==> src/design/armPkg.sv <==
// ARM subset package with word, register, flag and control types and encodings
package armPkg;

   typedef logic [31:0] wordT;      // Data or address word
   typedef logic [3:0]  regAddrT;   // Register number
   typedef logic [3:0]  condT;      // Condition field
   typedef logic [3:0]  flagsT;     // Ordered N, Z, C, V
   typedef logic [1:0]  aluCtrlT;
   typedef logic [1:0]  fwdSelT;
   typedef logic        immSrcT;

   // ALU operations
   localparam aluCtrlT AluAdd = 2'b00;
   localparam aluCtrlT AluSub = 2'b01;
   localparam aluCtrlT AluAnd = 2'b10;
   localparam aluCtrlT AluOrr = 2'b11;

   // Forward sources for the execute operands
   localparam fwdSelT FwdReg     = 2'b00;   // Value read in decode
   localparam fwdSelT FwdResultW = 2'b01;
   localparam fwdSelT FwdAluOutM = 2'b10;

   localparam immSrcT ImmSrc8  = 1'b0;   // Data-processing immediate
   localparam immSrcT ImmSrc12 = 1'b1;   // Load/store offset

   // Instruction fields
   localparam logic [1:0] OpDataProc = 2'b00;
   localparam logic [1:0] OpMemory   = 2'b01;

   localparam logic [3:0] FunctAdd = 4'b0100;
   localparam logic [3:0] FunctSub = 4'b0010;
   localparam logic [3:0] FunctAnd = 4'b0000;
   localparam logic [3:0] FunctOrr = 4'b1100;

   localparam condT CondAlways = 4'b1110;

   // R0 to R14 hold storage, R15 has none
   localparam int NumRegs = 15;

endpackage

==> src/design/hazardIf.sv <==
// Hazard bundle linking data path and control to the forwarding and stall logic
`timescale 1ns/1ps

interface hazardIf;
   import armPkg::*;

   regAddrT raD1, raD2;       // Decode read addresses
   regAddrT raE1, raE2;       // Execute read addresses
   regAddrT waE, waM, waW;    // Destination per stage
   logic    regWriteM, regWriteW;
   logic    memToRegE;        // Load in execute
   fwdSelT  forwardA, forwardB;
   logic    stallF, stallD, flushE;

   modport datapath (output raD1, raD2, raE1, raE2, waE, waM, waW,
                     input  forwardA, forwardB, stallF, stallD);

   modport control (output regWriteM, regWriteW, memToRegE,
                    input  flushE);

   modport hazard (input  raD1, raD2, raE1, raE2, waE, waM, waW,
                   input  regWriteM, regWriteW, memToRegE,
                   output forwardA, forwardB, stallF, stallD, flushE);

endinterface

==> src/design/arithLogicUnit.sv <==
// ALU for add, subtract, and, or with N, Z, C and V outputs
`timescale 1ns/1ps

module arithLogicUnit (
   input  armPkg::wordT    a,
   input  armPkg::wordT    b,
   input  armPkg::aluCtrlT aluCtrl,
   output armPkg::wordT    result,
   output armPkg::flagsT   flags
);
   import armPkg::*;

   logic        isSub, isArith;
   wordT        bOperand;
   logic [32:0] sum;
   logic        carry, overflow;

   assign isSub    = aluCtrl == AluSub;
   assign isArith  = aluCtrl == AluAdd || isSub;
   assign bOperand = isSub ? ~b : b;   // Subtract as a + ~b + 1
   assign sum      = {1'b0, a} + {1'b0, bOperand} + {32'b0, isSub};

   always_comb begin
      case (aluCtrl)
         AluAnd:  result = a & b;
         AluOrr:  result = a | b;
         default: result = sum[31:0];
      endcase
   end

   assign carry    = isArith & sum[32];   // No borrow on subtract
   assign overflow = isArith & ~(a[31] ^ bOperand[31]) & (a[31] ^ sum[31]);

   assign flags = {result[31], result == '0, carry, overflow};

endmodule

==> src/design/hazardUnit.sv <==
// Hazard unit choosing forward sources and raising the load-use stall
`timescale 1ns/1ps

module hazardUnit (
   hazardIf.hazard hz
);
   import armPkg::*;

   logic loadUseStall;

   // Memory stage holds the newer value and wins over writeback
   function automatic fwdSelT pickSource(input regAddrT ra, input logic wrM, input regAddrT waM,
                                         input logic wrW, input regAddrT waW);
      if (wrM && waM == ra)
         return FwdAluOutM;
      else if (wrW && waW == ra)
         return FwdResultW;
      else
         return FwdReg;
   endfunction

   always_comb begin
      hz.forwardA = pickSource(hz.raE1, hz.regWriteM, hz.waM, hz.regWriteW, hz.waW);
      hz.forwardB = pickSource(hz.raE2, hz.regWriteM, hz.waM, hz.regWriteW, hz.waW);
   end

   // Load data only exists after the memory stage and needs one bubble
   assign loadUseStall = hz.memToRegE && (hz.waE == hz.raD1 || hz.waE == hz.raD2);

   assign hz.stallF = loadUseStall;
   assign hz.stallD = loadUseStall;
   assign hz.flushE = loadUseStall;

endmodule

==> src/design/controlUnit.sv <==
// Control unit with instruction decode, control pipeline, condition check and flags
`timescale 1ns/1ps

module controlUnit (
   input  logic            clk,
   input  logic            reset,
   input  armPkg::wordT    instrD,
   input  armPkg::flagsT   aluFlagsE,
   hazardIf.control        hz,
   output armPkg::immSrcT  immSrcD,
   output logic            regSrcD,
   output logic            aluSrcE,
   output armPkg::aluCtrlT aluCtrlE,
   output logic            memWriteM,
   output logic            memToRegW,
   output logic            regWriteW
);
   import armPkg::*;

   aluCtrlT    dpCtrl;
   logic       dpKnown, dpArith;
   aluCtrlT    aluCtrlD;
   logic       aluSrcD, regWriteD, memWriteD, memToRegD;
   logic [1:0] flagWriteD, flagWriteE;   // [1] N and Z, [0] C and V
   logic       regWriteE, memWriteE, memToRegE;
   condT       condE;
   logic       condExE;
   flagsT      flags, flagsNext;
   logic       regWriteM, memToRegM;

   always_comb begin
      dpKnown = 1'b1;
      dpArith = 1'b0;
      case (instrD[24:21])
         FunctAdd: begin
            dpCtrl  = AluAdd;
            dpArith = 1'b1;
         end
         FunctSub: begin
            dpCtrl  = AluSub;
            dpArith = 1'b1;
         end
         FunctAnd: dpCtrl = AluAnd;
         FunctOrr: dpCtrl = AluOrr;
         default: begin
            dpCtrl  = AluAdd;
            dpKnown = 1'b0;   // Unsupported funct acts as a no-op
         end
      endcase
   end

   always_comb begin
      immSrcD    = ImmSrc8;
      regSrcD    = 1'b0;
      aluSrcD    = 1'b0;
      aluCtrlD   = AluAdd;   // Address add for loads and stores
      regWriteD  = 1'b0;
      memWriteD  = 1'b0;
      memToRegD  = 1'b0;
      flagWriteD = 2'b00;
      case (instrD[27:26])
         OpDataProc: begin
            aluSrcD    = instrD[25];   // I bit
            aluCtrlD   = dpCtrl;
            regWriteD  = dpKnown;
            flagWriteD = {instrD[20] & dpKnown, instrD[20] & dpArith};
         end
         OpMemory: begin
            immSrcD   = ImmSrc12;
            aluSrcD   = 1'b1;
            regSrcD   = ~instrD[20];   // STR reads Rd on port 2
            regWriteD = instrD[20];
            memToRegD = instrD[20];
            memWriteD = ~instrD[20];
         end
         default: ;
      endcase
   end

   // Execute register, flush turns the slot into a bubble
   always_ff @(posedge clk or posedge reset) begin
      if (reset) begin
         regWriteE  <= 1'b0;
         memWriteE  <= 1'b0;
         memToRegE  <= 1'b0;
         flagWriteE <= 2'b00;
         aluSrcE    <= 1'b0;
         aluCtrlE   <= AluAdd;
         condE      <= '0;
      end else begin
         regWriteE  <= regWriteD & ~hz.flushE;
         memWriteE  <= memWriteD & ~hz.flushE;
         memToRegE  <= memToRegD & ~hz.flushE;
         flagWriteE <= hz.flushE ? 2'b00 : flagWriteD;
         aluSrcE    <= aluSrcD;
         aluCtrlE   <= aluCtrlD;
         condE      <= instrD[31:28];
      end
   end

   always_comb begin
      case (condE)
         4'b0000:    condExE = flags[2];                          // EQ
         4'b0001:    condExE = ~flags[2];                         // NE
         4'b0010:    condExE = flags[1];                          // CS
         4'b0011:    condExE = ~flags[1];                         // CC
         4'b0100:    condExE = flags[3];                          // MI
         4'b0101:    condExE = ~flags[3];                         // PL
         4'b0110:    condExE = flags[0];                          // VS
         4'b0111:    condExE = ~flags[0];                         // VC
         4'b1000:    condExE = flags[1] & ~flags[2];              // HI
         4'b1001:    condExE = ~flags[1] | flags[2];              // LS
         4'b1010:    condExE = flags[3] == flags[0];              // GE
         4'b1011:    condExE = flags[3] != flags[0];              // LT
         4'b1100:    condExE = ~flags[2] & (flags[3] == flags[0]); // GT
         4'b1101:    condExE = flags[2] | (flags[3] != flags[0]);  // LE
         CondAlways: condExE = 1'b1;
         default:    condExE = 1'b0;
      endcase
   end

   assign flagsNext[3:2] = (flagWriteE[1] & condExE) ? aluFlagsE[3:2] : flags[3:2];
   assign flagsNext[1:0] = (flagWriteE[0] & condExE) ? aluFlagsE[1:0] : flags[1:0];

   // Flag register plus memory and writeback controls
   always_ff @(posedge clk or posedge reset) begin
      if (reset) begin
         flags     <= '0;
         memWriteM <= 1'b0;
         regWriteM <= 1'b0;
         memToRegM <= 1'b0;
         regWriteW <= 1'b0;
         memToRegW <= 1'b0;
      end else begin
         flags     <= flagsNext;
         memWriteM <= memWriteE & condExE;
         regWriteM <= regWriteE & condExE;
         memToRegM <= memToRegE;
         regWriteW <= regWriteM;
         memToRegW <= memToRegM;
      end
   end

   assign hz.regWriteM = regWriteM;
   assign hz.regWriteW = regWriteW;
   assign hz.memToRegE = memToRegE;   // Ungated, a failed load still stalls

endmodule

==> src/design/dataPath.sv <==
// Data path with PC, pipeline registers, register file, forwarding and result select
`timescale 1ns/1ps

module dataPath #(
   parameter armPkg::wordT ResetPc = '0
) (
   input  logic            clk,
   input  logic            reset,
   output armPkg::wordT    pcF,
   input  armPkg::wordT    instrF,
   output armPkg::wordT    instrD,
   input  logic            regSrcD,
   input  armPkg::immSrcT  immSrcD,
   input  logic            aluSrcE,
   input  armPkg::aluCtrlT aluCtrlE,
   input  logic            memToRegW,
   input  logic            regWriteW,
   output armPkg::flagsT   aluFlagsE,
   output armPkg::wordT    aluOutM,
   output armPkg::wordT    writeDataM,
   input  armPkg::wordT    readDataM,
   hazardIf.datapath       hz
);
   import armPkg::*;

   wordT regs [NumRegs];
   wordT rd1D, rd2D, extImmD;
   wordT rd1E, rd2E, extImmE;
   wordT srcAE, srcBE, writeDataE, aluResultE;
   wordT aluOutW, readDataW, resultW;

   function automatic wordT pickOperand(input fwdSelT sel, input wordT fromReg,
                                        input wordT fromW, input wordT fromM);
      case (sel)
         FwdResultW: return fromW;
         FwdAluOutM: return fromM;
         default:    return fromReg;
      endcase
   endfunction

   always_ff @(posedge clk or posedge reset) begin
      if (reset)
         pcF <= ResetPc;
      else if (!hz.stallF)
         pcF <= pcF + 32'd4;
   end

   always_ff @(posedge clk or posedge reset) begin
      if (reset)
         instrD <= '0;   // EQ condition, never passes on cleared flags
      else if (!hz.stallD)
         instrD <= instrF;
   end

   assign hz.raD1 = instrD[19:16];
   assign hz.raD2 = regSrcD ? instrD[15:12] : instrD[3:0];

   // Falling edge write, readable in decode the same cycle
   always_ff @(negedge clk) begin
      if (regWriteW && hz.waW < NumRegs)
         regs[hz.waW] <= resultW;
   end

   assign rd1D = (hz.raD1 < NumRegs) ? regs[hz.raD1] : '0;   // R15 reads as zero
   assign rd2D = (hz.raD2 < NumRegs) ? regs[hz.raD2] : '0;

   assign extImmD = (immSrcD == ImmSrc12) ? {20'b0, instrD[11:0]} : {24'b0, instrD[7:0]};

   // Register addresses through execute, memory and writeback
   always_ff @(posedge clk or posedge reset) begin
      if (reset) begin
         hz.raE1 <= '0;
         hz.raE2 <= '0;
         hz.waE  <= '0;
         hz.waM  <= '0;
         hz.waW  <= '0;
      end else begin
         hz.raE1 <= hz.raD1;
         hz.raE2 <= hz.raD2;
         hz.waE  <= instrD[15:12];
         hz.waM  <= hz.waE;
         hz.waW  <= hz.waM;
      end
   end

   // Operand and result words
   always_ff @(posedge clk) begin
      rd1E       <= rd1D;
      rd2E       <= rd2D;
      extImmE    <= extImmD;
      aluOutM    <= aluResultE;
      writeDataM <= writeDataE;
      aluOutW    <= aluOutM;
      readDataW  <= readDataM;
   end

   always_comb begin
      srcAE      = pickOperand(hz.forwardA, rd1E, resultW, aluOutM);
      writeDataE = pickOperand(hz.forwardB, rd2E, resultW, aluOutM);
   end

   assign srcBE = aluSrcE ? extImmE : writeDataE;

   arithLogicUnit uAlu (
      .a       (srcAE),
      .b       (srcBE),
      .aluCtrl (aluCtrlE),
      .result  (aluResultE),
      .flags   (aluFlagsE)
   );

   assign resultW = memToRegW ? readDataW : aluOutW;

endmodule

==> src/design/armPipelined.sv <==
// Five-stage pipelined ARM subset processor top level
`timescale 1ns/1ps

module armPipelined #(
   parameter armPkg::wordT ResetPc = '0
) (
   input  logic         clk,
   input  logic         reset,
   output armPkg::wordT pcF,
   input  armPkg::wordT instrF,
   output logic         memWriteM,
   output armPkg::wordT aluOutM,
   output armPkg::wordT writeDataM,
   input  armPkg::wordT readDataM
);
   import armPkg::*;

   wordT    instrD;
   flagsT   aluFlagsE;
   immSrcT  immSrcD;
   logic    regSrcD;
   logic    aluSrcE;
   aluCtrlT aluCtrlE;
   logic    memToRegW;
   logic    regWriteW;

   hazardIf hz ();

   controlUnit uCtrl (
      .clk       (clk),
      .reset     (reset),
      .instrD    (instrD),
      .aluFlagsE (aluFlagsE),
      .hz        (hz),
      .immSrcD   (immSrcD),
      .regSrcD   (regSrcD),
      .aluSrcE   (aluSrcE),
      .aluCtrlE  (aluCtrlE),
      .memWriteM (memWriteM),
      .memToRegW (memToRegW),
      .regWriteW (regWriteW)
   );

   dataPath #(.ResetPc(ResetPc)) uDataPath (
      .clk        (clk),
      .reset      (reset),
      .pcF        (pcF),
      .instrF     (instrF),
      .instrD     (instrD),
      .regSrcD    (regSrcD),
      .immSrcD    (immSrcD),
      .aluSrcE    (aluSrcE),
      .aluCtrlE   (aluCtrlE),
      .memToRegW  (memToRegW),
      .regWriteW  (regWriteW),
      .aluFlagsE  (aluFlagsE),
      .aluOutM    (aluOutM),
      .writeDataM (writeDataM),
      .readDataM  (readDataM),
      .hz         (hz)
   );

   hazardUnit uHazard (
      .hz (hz)
   );

endmodule

==> config.mk <==
export PLATFORM = sky130hd
export DESIGN_NAME = armPipelined
export DESIGN_NICKNAME = d
export VERILOG_FILES = /design/src/design/armPkg.sv /design/src/design/hazardIf.sv /design/src/design/arithLogicUnit.sv /design/src/design/hazardUnit.sv /design/src/design/controlUnit.sv /design/src/design/dataPath.sv /design/src/design/armPipelined.sv
export SDC_FILE = /design/constraint.sdc
export NUM_CORES = 2
export LEC_CHECK = 0
export ABC_AREA = 1
export BUFFER_PORTS_ARGS = -buffer_cell sky130_fd_sc_hd__buf_2
export CAP_MARGIN = 10
export CORE_UTILIZATION = 25
export CTS_CLUSTER_SIZE = 12
export DETAILED_ROUTE_END_ITERATION = 8
export HOLD_SLACK_MARGIN = 0.12
export SYNTH_ARGS = -nofsm -noshare
export SYNTH_HDL_FRONTEND = slang
export SYNTH_HIERARCHICAL = 1
export SYNTH_SLANG_ARGS = --single-unit
==> constraint.sdc <==
create_clock -name clk -period 12 [get_ports clk]
set_input_delay 1.2 -clock clk [delete_from_list [all_inputs] [get_ports clk]]
set_output_delay 1.2 -clock clk [all_outputs]
set_load 0.02 [all_outputs]
==> results by group <==
Floorplan
  • Die W: 401.2 µm
  • Top Ports: 163
  • Overall die height: 401.2 µm
  • DIE AREA: 161000 µm²
  • Core Region: roughly 160000 µm²
  • Row count: about 150
  • Initial core utilization: 0.2516

Timing
  • Worst-margin pin slew: around 1.3 ns
  • Headroom to the max-slew limit: 0.1501
  • Fin. Hold Viols: 0
  • RSZ-0062 raised after global routing: false
  • Hold_ws: 0.3571 ns
  • Setup TNS: 0 ns
  • Skew final: 0.04464 ns
  • Max-slew violations: 0
  • Final setup viols: 0

Critical path
  • Crit-path max FO: 17
  • Crit-path max cell delay: about 0.75 ns
  • Worst EP required: 6.30 ns
  • FF-to-FF End: uDataPath/regs[2][3]$_DFFE_NP_
  • Worst path slowest cell: nor2_4
  • CP top delay family: simple AND/OR/NAND/NOR gates
  • Worst path bufs/invs: 2
  • CP Class: flip-flop to flip-flop
  • Critical Path, Cell by Cell: inv_1 > nand3_1 > nor2_4 > buf_4
  • WP data arrival: 2.81 ns
  • CP endpoint kind: flip-flop
  • Reg2reg path depth: 4
  • CP Launch Type: flip-flop
  • Worst r2r src: uDataPath/hz.waW[0]$_DFF_PP0_
  • Worst R2R Setup Slack: 3.49 ns

Clock tree
  • CTS Buf Count: between 80 and 90
  • H-tree depth: 3
  • CTS tree: done
  • Root Driver: clkbuf_16
  • Clk_lat worst skew: 0.68 ns
  • Post-cts resize count: 0
  • Clk pin slew, worst setup/hold paths: 0.06 ns
  • Hold_buf cts: 0
  • Clock Sinks: 787
  • Longest Clk Path Bufs: 3
  • Post-CTS Setup Bufs: 0

Worst hold path
  • Hold depth: 0
  • Hold Crit Endpoint: uCtrl/memToRegW$_DFF_PP0_
  • Hold Path Class: flip-flop to flip-flop
  • Hold Crit Start: uCtrl/memToRegM$_DFF_PP0_

Power and ir drop
  • Total power per unit cell area: 186.2 nW/µm²
  • Leakage: between 0.02 and 0.025 µW
  • Max rail drop VDD: 119.5 µV

Routing
  • Final WL: roughly 150000 µm
  • Detailed Routing Iterations Pass 1: 6
  • Via count: between 30000 and 40000
  • Vias/cell: just under 5
  • Routed Antenna Nets: 0
  • Drt wl/cell: 19.71 µm
  • DR iter-0 viols: 5089
  • DRC: 0

Global routing
  • Tot GR Track Use: 0.1745
  • First-pass GRT wire length: 212500 µm
  • Via count of the first global-routing pass: around 34000
  • Grt total ovfl: 0
  • Initial antenna violation count: 6
  • Pin count of the biggest net entering global routing: 130

Cells and area
  • Layout Nets: 5357
  • Synthesis-to-layout area growth: 18.98%
  • Commonest non-fill, non-tap cell in the layout: inv_1
  • Commonest non-fill, non-tap cells in the layout: 1172 x inv_1, 990 x nand2_1, 712 x nand3_1
  • Multi-input gate area: between 15000 and 20000 µm²
  • Layout cells sized above 1: 0.09397
  • End-of-flow core utilization: 0.2993
  • Storage cell area: 21090 µm²
  • Final Instance Area: 47410 µm²
  • Finished Layout Cells: 7394
  • Fillers: 16510

Run status
  • Run status: finished clean

Placed design
  • Routability cong.: 0.9354
  • Hpwl dp: 90200 µm
  • Post-Place Cells: 6754
  • DP Area: 42700 µm²
  • I/O Buffers: 160

Synth
  • Cells after Synth: about 4700
  • Area of the mapped netlist: 39840 µm²
  • Synthesized area per cell: 8.418 µm²
  • YS warnings: 6

Flow run
  • Max-Cap Viols: 0
-- cell type report --
| class | count | share of cell area |
|---|---|---|
| flip-flops and latches | 787 | 0.4448 |
| multi-input cells | 2963 | 0.3173 |
| inverters | 704 | 0.05603 |
| well taps | 2072 | 0.05469 |
| clock buffers | 113 | 0.05170 |
| clock inverters | 526 | 0.04748 |
| repair buffers | 228 | 0.02792 |
| diodes | 1 | 0.00005279 |
-- state kept, by name (all words and copies together), names as in the netlist, 12 cells and up --
name,count
uDataPath/regs,480
uDataPath/rd1E,32
uDataPath/readDataW,32
uDataPath/aluOutM,32
uDataPath/rd2E,32
uDataPath/writeDataM,32
uDataPath/pcF,30
uDataPath/extImmE,12
uDataPath/instrD,32
uDataPath/aluOutW,32
-- worst reg2reg max path: cells and delay by family (launching register included) --
kind	cells	cell delay (ns)
buf+inv	2	0.64
flops	1	0.45
simple gates	2	1.06
-- worst max path at each step --
stage,to,from,cells after the start,slack [ns]
2_1_floorplan,uDataPath/regs[10][0]$_DFFE_NP_,uDataPath/hz.waW[0]$_DFF_PP0_,3,3.60
3_3_place_gp,uDataPath/regs[0][10]$_DFFE_NP_,uDataPath/hz.waW[0]$_DFF_PP0_,4,3.60
3_5_place_dp,uDataPath/regs[2][3]$_DFFE_NP_,uDataPath/hz.waW[0]$_DFF_PP0_,4,3.57
4_1_cts,uDataPath/regs[0][15]$_DFFE_NP_,uDataPath/hz.waW[0]$_DFF_PP0_,4,3.55
5_1_grt,uDataPath/regs[1][15]$_DFFE_NP_,uDataPath/hz.waW[1]$_DFF_PP0_,4,3.46
6_report,uDataPath/regs[2][3]$_DFFE_NP_,uDataPath/hz.waW[0]$_DFF_PP0_,4,3.49
-- power by group --
part | internal (µW) | total, µW | switching [µW]
Clock | 1820 | 3350 | 1540
Combinational | 503 | 1900 | 1400
Sequential | 3350 | 3570 | 218
-- routing by layer --
layer	wire length, µm	global-route usage
met1	59340	0.2410
met2	61340	0.2545
met3	18090	0.04079
met4	6960	0.08469
met5	30	0
-- per-stage QoR --
step / power [µW] / worst slack (ns)
detailed placement: 5697 / 3.567
finish: 8826 / 3.494
CTS: 8838 / 3.550
global route: 9273 / 3.455
floorplan: 4939 / 3.597
global placement: 5675 / 3.600
Note: power is estimated with default switching activity, not from simulation.
